File: src/logic/apu_pkg.sv
package apu_pkg;

	localparam int ADDR_W = 5;
	localparam int DATA_W = 8;

	typedef enum logic [ADDR_W-1:0] {
		PULSE0_CTRL = 5'h00,
		PULSE0_TLO  = 5'h02,
		PULSE0_THI  = 5'h03,
		PULSE1_CTRL = 5'h04,
		PULSE1_TLO  = 5'h06,
		PULSE1_THI  = 5'h07,
		STATUS      = 5'h15,
		FRAME_CTRL  = 5'h17
	} apu_reg_e;

	// S1..S4 are steps 1 to 4, S0 is the fifth step.
	typedef enum logic [2:0] {S0, S1, S2, S3, S4} frame_state_e;

	localparam logic [11:0] FRAME_LEN [5] = '{
		12'd3727, 12'd3727, 12'd3728, 12'd3728, 12'd3725
	};

	localparam logic [7:0] LENGTH_TABLE [32] = '{
		8'd10,  8'd254, 8'd20,  8'd2,   8'd40,  8'd4,   8'd80,  8'd6,
		8'd160, 8'd8,   8'd60,  8'd10,  8'd14,  8'd12,  8'd26,  8'd14,
		8'd12,  8'd16,  8'd24,  8'd18,  8'd48,  8'd20,  8'd96,  8'd22,
		8'd192, 8'd24,  8'd72,  8'd26,  8'd16,  8'd28,  8'd32,  8'd30
	};

	// msb plays first.
	localparam logic [7:0] DUTY_TABLE [4] = '{
		8'b0100_0000, // 12.5 %.
		8'b0110_0000, // 25 %.
		8'b0111_1000, // 50 %.
		8'b1001_1111  // 75 %.
	};

	// pulse mix curve, scaled so a sum of 30 gives full range.
	localparam logic [7:0] MIX_TABLE [31] = '{
		8'd0,   8'd11,  8'd23,  8'd34,  8'd44,  8'd55,  8'd65,  8'd75,
		8'd85,  8'd94,  8'd104, 8'd113, 8'd122, 8'd130, 8'd139, 8'd147,
		8'd156, 8'd164, 8'd171, 8'd179, 8'd187, 8'd194, 8'd201, 8'd209,
		8'd216, 8'd222, 8'd229, 8'd236, 8'd242, 8'd249, 8'd255
	};

endpackage

File: src/logic/apu_regs.sv
`timescale 1ns/1ps

module apu_regs (
	input  logic                        clk_sys,
	input  logic                        rst_sys_n,
	input  logic                        wb_cyc,
	input  logic                        wb_stb,
	input  logic                        wb_we,
	input  logic [apu_pkg::ADDR_W-1:0]  wb_adr,
	input  logic [apu_pkg::DATA_W-1:0]  wb_dat_w,
	output logic [apu_pkg::DATA_W-1:0]  wb_dat_r,
	output logic                        wb_ack,
	output logic [1:0]                  duty0,
	output logic                        halt0,
	output logic [3:0]                  volume0,
	output logic [10:0]                 period0,
	output logic                        length_load0,
	output logic [7:0]                  length_val0,
	output logic                        enable0,
	output logic [1:0]                  duty1,
	output logic                        halt1,
	output logic [3:0]                  volume1,
	output logic [10:0]                 period1,
	output logic                        length_load1,
	output logic [7:0]                  length_val1,
	output logic                        enable1,
	input  logic                        active0,
	input  logic                        active1,
	output logic                        frame_mode,
	output logic                        irq_inhibit,
	output logic                        frame_restart,
	input  logic                        frame_irq_req,
	output logic                        irq
);
	import apu_pkg::*;

	logic              req;
	logic              wr;
	logic              rd;
	logic              ch;
	apu_reg_e          reg_sel;
	logic [DATA_W-1:0] status;
	logic [1:0]        duty_r [2];
	logic [1:0]        halt_r;
	logic [3:0]        volume_r [2];
	logic [10:0]       period_r [2];
	logic [7:0]        length_val_r [2];
	logic [1:0]        length_load_r;
	logic [1:0]        enable_r;

	assign req = wb_cyc && wb_stb && !wb_ack; // one ack per strobe.
	assign wr = req && wb_we;
	assign rd = req && !wb_we;
	assign ch = wb_adr[2]; // pulse 1 sits 4 above pulse 0.
	assign reg_sel = apu_reg_e'(wb_adr);
	assign status = {1'b0, irq, 4'b0000, active1, active0};

	always_ff @(posedge clk_sys, negedge rst_sys_n) begin
		if (!rst_sys_n)
			wb_ack <= 1'b0;
		else
			wb_ack <= req;
	end

	always_ff @(posedge clk_sys, negedge rst_sys_n) begin
		if (!rst_sys_n) begin
			length_load_r <= 2'b00;
			enable_r <= 2'b00;
			frame_mode <= 1'b0;
			irq_inhibit <= 1'b0;
			frame_restart <= 1'b0;
		end else begin
			length_load_r <= 2'b00;
			frame_restart <= 1'b0;
			if (wr) begin
				case (reg_sel)
				PULSE0_THI, PULSE1_THI: length_load_r[ch] <= enable_r[ch];
				STATUS: enable_r <= wb_dat_w[1:0];
				FRAME_CTRL: begin
					frame_mode <= wb_dat_w[7];
					irq_inhibit <= wb_dat_w[6];
					frame_restart <= 1'b1;
				end
				default: ;
				endcase
			end
		end
	end

	always_ff @(posedge clk_sys) begin
		if (wr) begin
			case (reg_sel)
			PULSE0_CTRL, PULSE1_CTRL: begin
				duty_r[ch] <= wb_dat_w[7:6];
				halt_r[ch] <= wb_dat_w[5];
				volume_r[ch] <= wb_dat_w[3:0];
			end
			PULSE0_TLO, PULSE1_TLO: period_r[ch][7:0] <= wb_dat_w;
			PULSE0_THI, PULSE1_THI: begin
				period_r[ch][10:8] <= wb_dat_w[2:0];
				length_val_r[ch] <= LENGTH_TABLE[wb_dat_w[7:3]];
			end
			default: ;
			endcase
		end
		if (rd)
			wb_dat_r <= (reg_sel == STATUS) ? status : '0;
	end

	// frame interrupt flag.
	always_ff @(posedge clk_sys, negedge rst_sys_n) begin
		if (!rst_sys_n)
			irq <= 1'b0;
		else if (frame_irq_req && !irq_inhibit)
			irq <= 1'b1;
		else if (irq_inhibit || (rd && reg_sel == STATUS))
			irq <= 1'b0;
	end

	assign duty0 = duty_r[0];
	assign halt0 = halt_r[0];
	assign volume0 = volume_r[0];
	assign period0 = period_r[0];
	assign length_load0 = length_load_r[0];
	assign length_val0 = length_val_r[0];
	assign enable0 = enable_r[0];

	assign duty1 = duty_r[1];
	assign halt1 = halt_r[1];
	assign volume1 = volume_r[1];
	assign period1 = period_r[1];
	assign length_load1 = length_load_r[1];
	assign length_val1 = length_val_r[1];
	assign enable1 = enable_r[1];

endmodule

File: src/logic/apu_frame_seq.sv
`timescale 1ns/1ps

module apu_frame_seq (
	input  logic clk_sys,
	input  logic rst_sys_n,
	input  logic frame_mode,
	input  logic frame_restart,
	output logic apu_tick,
	output logic quarter_tick,
	output logic half_tick,
	output logic frame_irq_req
);
	import apu_pkg::*;

	frame_state_e state;
	logic [11:0]  frame_cnt;
	logic         restart_pend;

	// apu rate is half of clk_sys.
	always_ff @(posedge clk_sys, negedge rst_sys_n) begin
		if (!rst_sys_n)
			apu_tick <= 1'b0;
		else
			apu_tick <= ~apu_tick;
	end

	// restart waits for the next apu tick.
	always_ff @(posedge clk_sys, negedge rst_sys_n) begin
		if (!rst_sys_n)
			restart_pend <= 1'b0;
		else
			restart_pend <= frame_restart || (restart_pend && !apu_tick);
	end

	always_ff @(posedge clk_sys, negedge rst_sys_n) begin
		if (!rst_sys_n) begin
			state <= S1;
			frame_cnt <= FRAME_LEN[0];
			quarter_tick <= 1'b0;
			half_tick <= 1'b0;
			frame_irq_req <= 1'b0;
		end else begin
			quarter_tick <= 1'b0;
			half_tick <= 1'b0;
			frame_irq_req <= 1'b0;
			if (apu_tick) begin
				if (restart_pend) begin
					state <= S1;
					frame_cnt <= FRAME_LEN[0];
				end else if (frame_cnt != 12'd0) begin
					frame_cnt <= frame_cnt - 12'd1;
				end else begin
					case (state)
					S1: begin
						state <= S2;
						frame_cnt <= FRAME_LEN[1];
						quarter_tick <= 1'b1;
					end
					S2: begin
						state <= S3;
						frame_cnt <= FRAME_LEN[2];
						quarter_tick <= 1'b1;
						half_tick <= 1'b1;
					end
					S3: begin
						state <= S4;
						frame_cnt <= FRAME_LEN[3];
						quarter_tick <= 1'b1;
					end
					S4: begin
						if (frame_mode) begin // 5-step, silent here.
							state <= S0;
							frame_cnt <= FRAME_LEN[4];
						end else begin
							state <= S1;
							frame_cnt <= FRAME_LEN[0];
							quarter_tick <= 1'b1;
							half_tick <= 1'b1;
							frame_irq_req <= 1'b1;
						end
					end
					S0: begin
						state <= S1;
						frame_cnt <= FRAME_LEN[0];
						quarter_tick <= 1'b1;
						half_tick <= 1'b1;
					end
					default: begin
						state <= S1;
						frame_cnt <= FRAME_LEN[0];
					end
					endcase
				end
			end
		end
	end

endmodule

File: src/logic/apu_pulse.sv
`timescale 1ns/1ps

module apu_pulse (
	input  logic        clk_sys,
	input  logic        rst_sys_n,
	input  logic        apu_tick,
	input  logic        half_tick,
	input  logic        enable,
	input  logic [1:0]  duty,
	input  logic        halt,
	input  logic [3:0]  volume,
	input  logic [10:0] period,
	input  logic        length_load,
	input  logic [7:0]  length_val,
	output logic [3:0]  level,
	output logic        active
);
	import apu_pkg::*;

	logic [10:0] timer;
	logic [2:0]  seq_step;
	logic [7:0]  length_cnt;
	logic [7:0]  pattern;
	logic        duty_bit;
	logic        audible;

	// period timer and duty sequencer.
	always_ff @(posedge clk_sys, negedge rst_sys_n) begin
		if (!rst_sys_n) begin
			timer <= 11'd0;
			seq_step <= 3'd0;
		end else if (apu_tick) begin
			if (timer == 11'd0) begin
				timer <= period;
				seq_step <= seq_step + 3'd1;
			end else begin
				timer <= timer - 11'd1;
			end
		end
	end

	always_ff @(posedge clk_sys, negedge rst_sys_n) begin
		if (!rst_sys_n)
			length_cnt <= 8'd0;
		else if (!enable)
			length_cnt <= 8'd0;
		else if (length_load)
			length_cnt <= length_val;
		else if (half_tick && !halt && length_cnt != 8'd0)
			length_cnt <= length_cnt - 8'd1;
	end

	assign pattern = DUTY_TABLE[duty];
	assign duty_bit = pattern[~seq_step]; // step 0 reads bit 7.
	assign active = (length_cnt != 8'd0);

	// short periods would alias, mute them.
	assign audible = duty_bit && active && (period >= 11'd8);
	assign level = audible ? volume : 4'd0;

endmodule

File: src/logic/apu_mixer.sv
`timescale 1ns/1ps

module apu_mixer (
	input  logic                       clk_sys,
	input  logic                       rst_sys_n,
	input  logic [3:0]                 level0,
	input  logic [3:0]                 level1,
	output logic [apu_pkg::DATA_W-1:0] sample
);
	import apu_pkg::*;

	logic [4:0] level_sum;

	assign level_sum = {1'b0, level0} + {1'b0, level1}; // 0 to 30.

	always_ff @(posedge clk_sys, negedge rst_sys_n) begin
		if (!rst_sys_n)
			sample <= '0;
		else
			sample <= MIX_TABLE[level_sum];
	end

endmodule

File: src/logic/apu_top.sv
`timescale 1ns/1ps

module apu_top (
	input  logic                       clk_sys,
	input  logic                       rst_sys_n,
	input  logic                       wb_cyc,
	input  logic                       wb_stb,
	input  logic                       wb_we,
	input  logic [apu_pkg::ADDR_W-1:0] wb_adr,
	input  logic [apu_pkg::DATA_W-1:0] wb_dat_w,
	output logic [apu_pkg::DATA_W-1:0] wb_dat_r,
	output logic                       wb_ack,
	output logic                       irq,
	output logic [apu_pkg::DATA_W-1:0] sample
);
	import apu_pkg::*;

	logic [1:0]  duty0;
	logic [1:0]  duty1;
	logic        halt0;
	logic        halt1;
	logic [3:0]  volume0;
	logic [3:0]  volume1;
	logic [10:0] period0;
	logic [10:0] period1;
	logic        length_load0;
	logic        length_load1;
	logic [7:0]  length_val0;
	logic [7:0]  length_val1;
	logic        enable0;
	logic        enable1;
	logic        active0;
	logic        active1;
	logic [3:0]  level0;
	logic [3:0]  level1;
	logic        frame_mode;
	logic        irq_inhibit;
	logic        frame_restart;
	logic        frame_irq_req;
	logic        apu_tick;
	logic        half_tick;

	apu_regs i_apu_regs (
		.clk_sys       (clk_sys),
		.rst_sys_n     (rst_sys_n),
		.wb_cyc        (wb_cyc),
		.wb_stb        (wb_stb),
		.wb_we         (wb_we),
		.wb_adr        (wb_adr),
		.wb_dat_w      (wb_dat_w),
		.wb_dat_r      (wb_dat_r),
		.wb_ack        (wb_ack),
		.duty0         (duty0),
		.halt0         (halt0),
		.volume0       (volume0),
		.period0       (period0),
		.length_load0  (length_load0),
		.length_val0   (length_val0),
		.enable0       (enable0),
		.duty1         (duty1),
		.halt1         (halt1),
		.volume1       (volume1),
		.period1       (period1),
		.length_load1  (length_load1),
		.length_val1   (length_val1),
		.enable1       (enable1),
		.active0       (active0),
		.active1       (active1),
		.frame_mode    (frame_mode),
		.irq_inhibit   (irq_inhibit),
		.frame_restart (frame_restart),
		.frame_irq_req (frame_irq_req),
		.irq           (irq)
	);

	// quarter ticks wait for an envelope unit.
	apu_frame_seq i_apu_frame_seq (
		.clk_sys       (clk_sys),
		.rst_sys_n     (rst_sys_n),
		.frame_mode    (frame_mode),
		.frame_restart (frame_restart),
		.apu_tick      (apu_tick),
		.quarter_tick  (),
		.half_tick     (half_tick),
		.frame_irq_req (frame_irq_req)
	);

	apu_pulse i_apu_pulse0 (
		.clk_sys     (clk_sys),
		.rst_sys_n   (rst_sys_n),
		.apu_tick    (apu_tick),
		.half_tick   (half_tick),
		.enable      (enable0),
		.duty        (duty0),
		.halt        (halt0),
		.volume      (volume0),
		.period      (period0),
		.length_load (length_load0),
		.length_val  (length_val0),
		.level       (level0),
		.active      (active0)
	);

	apu_pulse i_apu_pulse1 (
		.clk_sys     (clk_sys),
		.rst_sys_n   (rst_sys_n),
		.apu_tick    (apu_tick),
		.half_tick   (half_tick),
		.enable      (enable1),
		.duty        (duty1),
		.halt        (halt1),
		.volume      (volume1),
		.period      (period1),
		.length_load (length_load1),
		.length_val  (length_val1),
		.level       (level1),
		.active      (active1)
	);

	apu_mixer i_apu_mixer (
		.clk_sys   (clk_sys),
		.rst_sys_n (rst_sys_n),
		.level0    (level0),
		.level1    (level1),
		.sample    (sample)
	);

endmodule

File: config.mk
export PLATFORM = sky130hd
export DESIGN_NAME = apu_top
export DESIGN_NICKNAME = d
export VERILOG_FILES = /design/src/logic/apu_pkg.sv /design/src/logic/apu_regs.sv /design/src/logic/apu_frame_seq.sv /design/src/logic/apu_pulse.sv /design/src/logic/apu_mixer.sv /design/src/logic/apu_top.sv
export SDC_FILE = /design/constraint.sdc
export NUM_CORES = 1
export LEC_CHECK = 0
export ABC_AREA = 1
export BUFFER_PORTS_ARGS = -buffer_cell sky130_fd_sc_hd__buf_2
export CORE_MARGIN = 2
export CORE_UTILIZATION = 55
export CTS_BUF_LIST = sky130_fd_sc_hd__clkbuf_4
export DETAILED_ROUTE_END_ITERATION = 6
export GPL_ROUTABILITY_DRIVEN = 0
export PLACE_DENSITY = 0.73
export SETUP_SLACK_MARGIN = 0.4
export SLEW_MARGIN = 20
export SYNTH_ARGS = -nofsm -noshare
export SYNTH_HDL_FRONTEND = slang
export SYNTH_SLANG_ARGS = --single-unit
File: constraint.sdc
create_clock -name clk_sys -period 4 [get_ports clk_sys]
set_input_delay 1 -clock clk_sys [delete_from_list [all_inputs] [get_ports clk_sys]]
set_output_delay 1 -clock clk_sys [all_outputs]
set_load 0.005 [all_outputs]
==> impl_metrics.toml, run 1 <==
[place]
numPortBuffers = 30
post-place-ws_ns = 0.874
dp.cells = 1103
dp_hpwl_um = 11500

[grt]
grt_pass1_vias = 5544
antenna_found_initial = 1
grt_start_max_net_pins = 79
grt_pass1_wl_um = 26900
grt_overflow = 0
grtUsageTotal_pct = 23.8

[sta]
hold_viol = 0
clock-skew-final_ns = 0.0163
slew_headroom_pct = 47.0
final.setup.worst_slack_ns = 0.832
setup_tns_ns = 0
slew_viol_final = 0
post-route-period-util_pct = 79.2
final.min_clock_period_ns = 3.17
worst_pin_slew_ns = 0.793
setup_viol = 0
fmax_ghz = 0.316
rsz0062_at_grt = "false"

[synth]
synth-seq-cells = 133
synth_cell_type_count = 50
synth-edff-count = 53
async_flop_share_pct = 60.2
syn_avg_cell_area_um2 = 8.29
yosysWarnings = 0
synthFlopType = "dfrtp_1"
yosysSeqAreaShare_pct = 48.0
syn_area_um2 = 7500
synth_cells = 905

[detailed_routing]
avgViaCountPerCell = 5.33
drt_wl_total_um = 16100
vias = 6055
first_iter_violations = 628
drc = 0
routedWlPerCell_um = 14.1
route.antenna.remaining_nets = 0
dr.pass1.iters = 7

[floorplan]
ios = 36
dieHeight_um = 121
fp.dieW_um = 121
die-area_um2 = 14600
row_count = 42
core_area_um2 = 13300
initial_utilization_pct = 56.4

[power_and_ir_drop]
irDropWorstVdd_mv = 0.324
powerDensity_nw_per_um2 = 539
p_leak_nw = 3.89

[hold_path]
worst_hold_path.num_cells = 1
min_path_type = "register to register"

[job]
cap_violations = 0

[run_status]
status = "completed"

[cells_and_area]
area_growth_pct = 9.39
finalNetCount = 997
fin_cells = 1136
drive_gt1_share_pct = 12.0

[setup_path]
path_max_fanout = 7
end_kind = "register"
timing.setup.critical_path_class = "register to register"
crit_required_ns = 4.51
arrival_ns = 3.68
rr_worst_depth = 16
start_kind = "register"

[cts]
cts_tree = "done"
htree_levels = 4
clock_latency_ns = 0.56
cts.clk_slew.worst_paths_ns = 0.12
cts_resized = 0
ctsHoldBuffers = 0
cts-root-buf = "clkbuf_4"
cts_sinks = 133
cts_buffers = 17
cts_setup_buffers = 0
cts_buffer_depth = 2
## final cells by class
type | instances | area, um2
fill | 1154 | 5090
sequential | 133 | 3600
multi-input combinational | 640 | 3350
inverter | 117 | 442
clock inverter | 15 | 253
tap | 176 | 220
timing repair buffer | 37 | 209
clock buffer | 17 | 128
antenna | 1 | 2.50
## report_power, final
| part | leakage (nW) | switching [W] | internal, W |
|---|---|---|---|
| Clock | 0.193 | 0.000530 | 0.000627 |
| Sequential | 1.46 | 0.000158 | 0.00163 |
| Combinational | 2.24 | 0.000944 | 0.000538 |
## cell usage after synthesis (9+ instances only)
| master | n | area share [%] |
|---|---|---|
| a21oi_1 | 22 | 1.5 |
| edfxtp_1 | 53 | 21 |
| nor3_1 | 13 | 0.87 |
| ha_1 | 32 | 5.3 |
| nand2_1 | 222 | 11 |
| nand3_1 | 87 | 5.8 |
| nor2_1 | 95 | 4.8 |
| inv_1 | 112 | 5.6 |
| xor2_1 | 15 | 1.8 |
| o21ai_0 | 51 | 3.4 |
| o21ai_1 | 14 | 0.93 |
| buf_4 | 10 | 1.0 |
| dfstp_2 | 9 | 3.2 |
| dfrtp_1 | 71 | 24 |
| nand4_1 | 20 | 1.7 |
## cell usage in the layout, fill, tap and decap left out, drive strengths merged, types with 3 or more instances in the layout
cell type / Yosys / final
nand3: 87 / 87
clkbuf: 3 / 17
a21oi: 25 / 25
nand2: 230 / 230
edfxtp: 53 / 53
conb: 1 / 5
nor3: 15 / 15
nand3b: 4 / 4
nor2: 107 / 107
or2: 7 / 7
o21ai: 67 / 67
buf: 16 / 37
o21bai: 3 / 3
dfstp: 9 / 9
ha: 32 / 32
nand4: 20 / 20
dfrtp: 71 / 71
inv: 116 / 118
o22ai: 5 / 5
bufinv: 0 / 6
a31oi: 3 / 3
xor2: 15 / 15
clkinv: 1 / 6
## cell families after synthesis
logic type      synth area share [%]
simple gates                    28.0
buf+inv                         7.52
flops                           48.0
compound gates                  8.55
fa+ha+maj                       5.60
xor+xnor                        1.98
mux                            0.267
other cells                   0.0500
## state kept, by name (all words and copies together), names as in the netlist, 4 cells and up
name	flops
i_apu_frame_seq.frame_cnt	12
i_apu_mixer.sample	8
i_apu_pulse1.length_cnt	8
i_apu_pulse0.timer	11
i_apu_regs.length_val_r	14
i_apu_regs.volume_r	8
i_apu_pulse0.length_cnt	8
i_apu_regs.period_r	22
i_apu_regs.duty_r	4
i_apu_pulse1.timer	11
## worst max-delay path, cell delays in order, from the launching register on
cell	delay (ns)
dfrtp_1	0.34
inv_1	0.10
ha_1	0.22
nand3_1	0.15
nor2_1	0.13
nor2_1	0.16
nand3_1	0.13
nor2_1	0.11
ha_1	0.17
inv_1	0.05
fa_1	0.62
inv_1	0.19
ha_1	0.23
or2_2	0.30
nand3_1	0.09
nand3_1	0.08
nand2_1	0.07
## final timing paths
kind / from / end / slack [ns]
max: i_apu_pulse0.length_cnt[0] / i_apu_mixer.sample[3] / 0.83
min in group asynchronous: rst_sys_n / i_apu_frame_seq.frame_cnt[6] / 0.47
min: i_apu_regs.irq_inhibit / i_apu_regs.irq / 0.45
max reg2reg: i_apu_pulse0.length_cnt[0] / i_apu_mixer.sample[3] / 0.83
min reg2reg: i_apu_regs.irq_inhibit / i_apu_regs.irq / 0.45
max in group asynchronous: rst_sys_n / i_apu_frame_seq.frame_cnt[2] / 2.89
## layer usage
layer	global-route usage, %	wire length [um]
met5	0	0
met4	9.45	468
met3	4.76	874
met2	35.6	7070
met1	34.3	7650
## stage by stage
stage | total power (W) | area (um2) | util (%) | hold WS (ns)
6_report | 0.00443 | 8210 | 61.7 | 0.445
5_1_grt | 0.00477 | 8210 | 61.7 | 0.462
4_1_cts | 0.00444 | 8200 | 61.7 | 0.447
3_5_place_dp | 0.00328 | 7820 | 58.8 | 0.429
3_3_place_gp | 0.00324 | 7820 | 58.8 | 0.424
2_1_floorplan | 0.00295 | 7520 | - | 0.404
No activity file was read; power rests on OpenSTA's default activity.
==> inputs of run 2 (changes only) <==
==> constraint.sdc (replaced) <==
create_clock -name clk_sys -period 3.2 [get_ports clk_sys]
set_input_delay 0.8 -clock clk_sys [delete_from_list [all_inputs] [get_ports clk_sys]]
set_output_delay 0.8 -clock clk_sys [all_outputs]
set_load 0.005 [all_outputs]
==> run 2 against run 1 <==
  * First-iteration DRC count down 17%
  * Hold slack lost 0.20 ns
  * Count of clock-buffer cells in the layout is 2 higher
  * Utilization is 2.0 points higher
  * Register-to-register slack got worse by 0.55 ns
  * Power grew 27%
  * Die area stayed put
  * Critical path depth unchanged
  * Fmax grew 8.4%
  * Critical path type unchanged
==> impl_metrics.toml, run 2 (synthesized netlist as in run 1, its figures left out) <==
[place]
numPortBuffers = 30
post-place-ws_ns = 0.199
dp.cells = 1106
dp_hpwl_um = 11400

[sta]
setup_viol = 0
worst_pin_slew_ns = 0.737
slew_headroom_pct = 50.4
rsz0062_at_grt = "true"
setup_tns_ns = 0
fmax_ghz = 0.342
final.min_clock_period_ns = 2.92
slew_viol_final = 0
final.setup.worst_slack_ns = 0.279
hold_slack_ns = 0.242
post-route-period-util_pct = 91.3
hold_viol = 0
clock-skew-final_ns = 0.0129

[floorplan]
ios = 36
core_area_um2 = 13300
die-area_um2 = 14600
dieHeight_um = 121
row_count = 42
initial_utilization_pct = 56.4
fp.dieW_um = 121

[cts]
clock_latency_ns = 0.53
cts_sinks = 133
htree_levels = 4
cts_buffers = 17
cts_tree = "done"
cts.clk_slew.worst_paths_ns = 0.12
cts-root-buf = "clkbuf_4"
cts_buffer_depth = 2
ctsHoldBuffers = 0

[cells_and_area]
largest_register_ffs = 22
finalNetCount = 1015
fill_cells = 1123
fin_util_pct = 63.7
seqCellArea_um2 = 3600
top_regs = "i_apu_regs.period_r x22, i_apu_regs.length_val_r x14, i_apu_frame_seq.frame_cnt x12"
largest_register = "i_apu_regs.period_r"
area_growth_pct = 12.9
final_cell_mix = "nand2_1, inv_1, nor2_1, nand3_1, dfrtp_1"
drive_gt1_share_pct = 16.9
mostFrequentLayoutCell = "nand2_1"
multi_input_area_um2 = 3530
fin_cells = 1154

[grt]
grt_pass1_wl_um = 27300
grt_pass1_vias = 5678
grtUsageTotal_pct = 24.0
grt_start_max_net_pins = 42
antenna_found_initial = 1
grt_overflow = 0

[setup_path]
worst_path_most_repeated_cell = "nand2_1"
end_kind = "register"
r2r-start = "i_apu_regs.duty_r[1][1]"
crit_required_ns = 3.68
crit_path_cell_trace = "ha_1 -> nand2_1 -> nand3_1 -> nand2_1 -> nand2_1 -> nand4_1 -> nor2_1 -> ha_2 -> inv_2 -> fa_2 -> inv_4 -> ha_2 -> or2_4 -> nand3_2 -> nand3_1 -> nand2_1"
start_kind = "register"
critPathMaxStageDelay_ns = 0.62
rr_worst_depth = 16
r2r_end = "i_apu_mixer.sample[4]"
path_max_fanout = 7
arrival_ns = 3.40
reg2reg_slack_ns = 0.28
worst_path_max_delay_cell = "fa_2"
timing.setup.critical_path_class = "register to register"

[detailed_routing]
routedWlPerCell_um = 14.3
drt_wl_total_um = 16500
first_iter_violations = 523
dr.pass1.iters = 5
route.antenna.remaining_nets = 0
drc = 0
avgViaCountPerCell = 5.31
vias = 6126

[run_status]
status = "completed"

[power_and_ir_drop]
p_leak_nw = 3.98
irDropWorstVdd_mv = 0.508
powerDensity_nw_per_um2 = 663

[job]
cap_violations = 0

[hold_path]
min_path_type = "input pin to async pin"
==> run 2: area by class of cell <==
| type | count | share of cell area (%) |
|---|---|---|
| flip-flops and latches | 133 | 42.6 |
| multi-input cells | 640 | 41.6 |
| inverters | 117 | 5.27 |
| repair buffers | 55 | 4.34 |
| well taps | 176 | 2.60 |
| clock inverters | 13 | 1.88 |
| clock buffers | 19 | 1.68 |
| diodes | 1 | 0.0295 |
==> run 2: stage by stage <==
stage	power, W	cell area (um2)
global route	0.00606	8470
finish	0.00562	8470
global placement	0.00409	7860
detailed placement	0.00412	7860
CTS	0.00545	8350
floorplan	0.00369	7520
==> run 2: worst max path at each step <==
stage | to | slack (ns) | startpoint
2_1_floorplan | i_apu_mixer.sample[4] | 0.43 | i_apu_regs.duty_r[1][1]
3_3_place_gp | i_apu_mixer.sample[3] | 0.27 | i_apu_pulse0.length_cnt[1]
3_5_place_dp | i_apu_mixer.sample[3] | 0.20 | i_apu_pulse0.length_cnt[1]
4_1_cts | i_apu_mixer.sample[3] | 0.31 | i_apu_regs.duty_r[0][1]
5_1_grt | i_apu_mixer.sample[4] | 0.07 | i_apu_regs.duty_r[1][1]
6_report | i_apu_mixer.sample[4] | 0.28 | i_apu_regs.duty_r[1][1]
==> run 2: timing repair <==
action,in CTS,in global routing
resized for setup,29,20
pin swaps,10,20
endpoints found under the setup margin,8,8
setup buffers,12,3
==> run 2: per-layer routing <==
layer	global-route usage (%)	share of wire, %	vias to the layer above
li1	-	-	3079
met1	33.5	46	2840
met2	37.2	46	179
met3	4.91	5.4	28
met4	8.94	2.0	0
met5	0	0	-
==> run 2: critical path, delay by kind of cell (launching register included) <==
kind                       cells  cell delay [ns]
adders and majority gates      4             1.30
and+or+nand+nor               10             1.00
DFF                            1             0.44
buffers and inverters          2             0.12
==> run 2: report_power, final <==
part	leakage, nW	internal [W]	switching (W)
clock network	0.162	0.000558	0.000620
registers	1.46	0.00204	0.000196
logic	2.36	0.000861	0.00135
total	3.98	0.00346	0.00216
==> inputs of run 3 (changes only) <==
==> constraint.sdc (replaced) <==
create_clock -name clk_sys -period 3.2 [get_ports clk_sys]
set_input_delay 0.64 -clock clk_sys [delete_from_list [all_inputs] [get_ports clk_sys]]
set_output_delay 0.64 -clock clk_sys [all_outputs]
set_load 0.005 [all_outputs]
==> run 3 against run 2 <==
  * Critical path depth increased by 1
  * Utilization about the same
  * Global-route usage increased by 0.23 points
  * First-iteration DRC count increased by 5.7%
  * Register-to-register slack about the same
  * Count of clock-buffer cells in the layout decreased by 1
  * Cell count decreased by 0.17%
  * Power increased by 2.1%
  * Critical endpoint unchanged
==> impl_metrics.toml, run 3 (synthesized netlist as in run 1, its figures left out) <==
[run_status]
status = "completed"

[cells_and_area]
final_cell_mix = "nand2_1, inv_1, nor2_1, nand3_1, dfrtp_1"
final_area_um2 = 8470
mostFrequentLayoutCell = "nand2_1"
top_regs = "i_apu_regs.period_r x22, i_apu_regs.length_val_r x14, i_apu_frame_seq.frame_cnt x12"
largest_register = "i_apu_regs.period_r"
area_growth_pct = 12.9
num_antenna_cells = 0
largest_register_ffs = 22
drive_gt1_share_pct = 17.0
finalNetCount = 1014
fill_cells = 1131

[job]
cap_violations = 0

[sta]
hold_viol = 0
setup_tns_ns = 0
rsz0062_at_grt = "true"
final.min_clock_period_ns = 2.92
fmax_ghz = 0.343
slew_headroom_pct = 47.3
worst_pin_slew_ns = 0.783
post-route-period-util_pct = 91.1
slew_viol_final = 0
setup_viol = 0
clock-skew-final_ns = 0.0199

[grt]
grt_pass1_vias = 5767
grtUsageTotal_pct = 24.3
grt_overflow = 0
grt_start_max_net_pins = 42
antenna_found_initial = 0
grt_pass1_wl_um = 27500

[setup_path]
path_max_fanout = 6
end_kind = "register"
worst_path_most_repeated_cell = "nand2_1"
start_kind = "register"
timing.setup.critical_path_class = "register to register"
worst_path_max_delay_cell = "fa_2"
crit_path_cell_trace = "ha_1 -> nand2_1 -> nand3_1 -> nand2_1 -> nand2_2 -> nand3_2 -> nor2_2 -> ha_2 -> inv_2 -> fa_2 -> inv_4 -> buf_6 -> ha_4 -> nand2_2 -> nand3_2 -> nand3_1 -> nand2_1"
crit_required_ns = 3.64
crit_buf_inv = 3
path_delay_family = "adder cells"
cp-startpoint = "i_apu_regs.duty_r[0][1]"
critPathMaxStageDelay_ns = 0.65
arrival_ns = 3.36
r2r-start = "i_apu_regs.duty_r[0][1]"

[detailed_routing]
avgViaCountPerCell = 5.36
route.antenna.remaining_nets = 0
drt_wl_total_um = 16600
drc = 0
routedWlPerCell_um = 14.4
first_iter_violations = 553
dr.pass1.iters = 6
vias = 6172

[power_and_ir_drop]
irDropWorstVdd_mv = 0.366
powerDensity_nw_per_um2 = 677
p_leak_nw = 3.98

[floorplan]
die-area_um2 = 14600
row_count = 42
ios = 36
initial_utilization_pct = 56.4
core_area_um2 = 13300
dieHeight_um = 121
fp.dieW_um = 121

[cts]
cts_sinks = 133
ctsHoldBuffers = 0
cts_buffer_depth = 2
cts.clk_slew.worst_paths_ns = 0.13
cts-root-buf = "clkbuf_4"
htree_levels = 4
clock_latency_ns = 0.54
cts_tree = "done"
cts_buffers = 17

[place]
dp_hpwl_um = 11400
numPortBuffers = 30
dpl_cell_area_um2 = 7850

[hold_path]
min_path_type = "input pin to async pin"
[run 3: power breakdown]
part / total [W] / internal [W] / switching [W]
Clock: 0.00129 / 0.000639 / 0.000649
Combinational: 0.00221 / 0.000855 / 0.00136
Sequential: 0.00223 / 0.00204 / 0.000195
Total: 0.00573 / 0.00353 / 0.00220
[run 3: layout make-up]
| class | count | area (um2) | share of cell area (%) |
|---|---|---|---|
| Sequential cell | 133 | 3600 | 42.5 |
| Clock buffer | 18 | 135 | 1.59 |
| Inverter | 117 | 444 | 5.24 |
| Timing Repair Buffer | 54 | 357 | 4.21 |
| Tap cell | 176 | 220 | 2.60 |
| Clock inverter | 14 | 195 | 2.30 |
| Multi-Input combinational cell | 640 | 3520 | 41.5 |
[run 3: worst paths after layout]
check                      slack, ns  cells after the start                       endpoint
min in group clk_sys            0.33                      2    i_apu_regs.length_load_r[0]
hold / removal                  0.08                      1   i_apu_frame_seq.frame_cnt[5]
setup / recovery                0.28                     17          i_apu_mixer.sample[4]
max in group asynchronous       2.48                      2  i_apu_frame_seq.frame_cnt[11]
setup reg to reg                0.28                     17          i_apu_mixer.sample[4]
hold reg to reg                 0.44                      1                 i_apu_regs.irq
[run 3: routing by layer]
metal	vias up	routed length, um	GRT usage (%)
li1	3080	-	-
met1	2835	7630	33.9
met2	206	7340	36.7
met3	51	1040	5.24
met4	0	607	10.1
met5	-	0	0
[run 3: repair_timing]
action	CTS	global route
buffers inserted	11	4
pin swaps	18	8
endpoints found under the hold margin	0	0
setup endpoints to repair	8	8
gates resized for setup	34	14
[run 3: stage by stage]
stage	util, %	total power (W)	cells	hold WS (ns)	setup WS (ns)
after floorplan	-	0.00369	909	0.344	0.428
after global placement	59.1	0.00409	1105	0.415	0.267
after detailed placement	59.1	0.00411	1105	0.424	0.199
after CTS	63.2	0.00561	1148	0.0729	0.281
after global routing	63.7	0.00617	1152	0.0662	0.119
final	63.7	0.00573	1152	0.0781	0.284
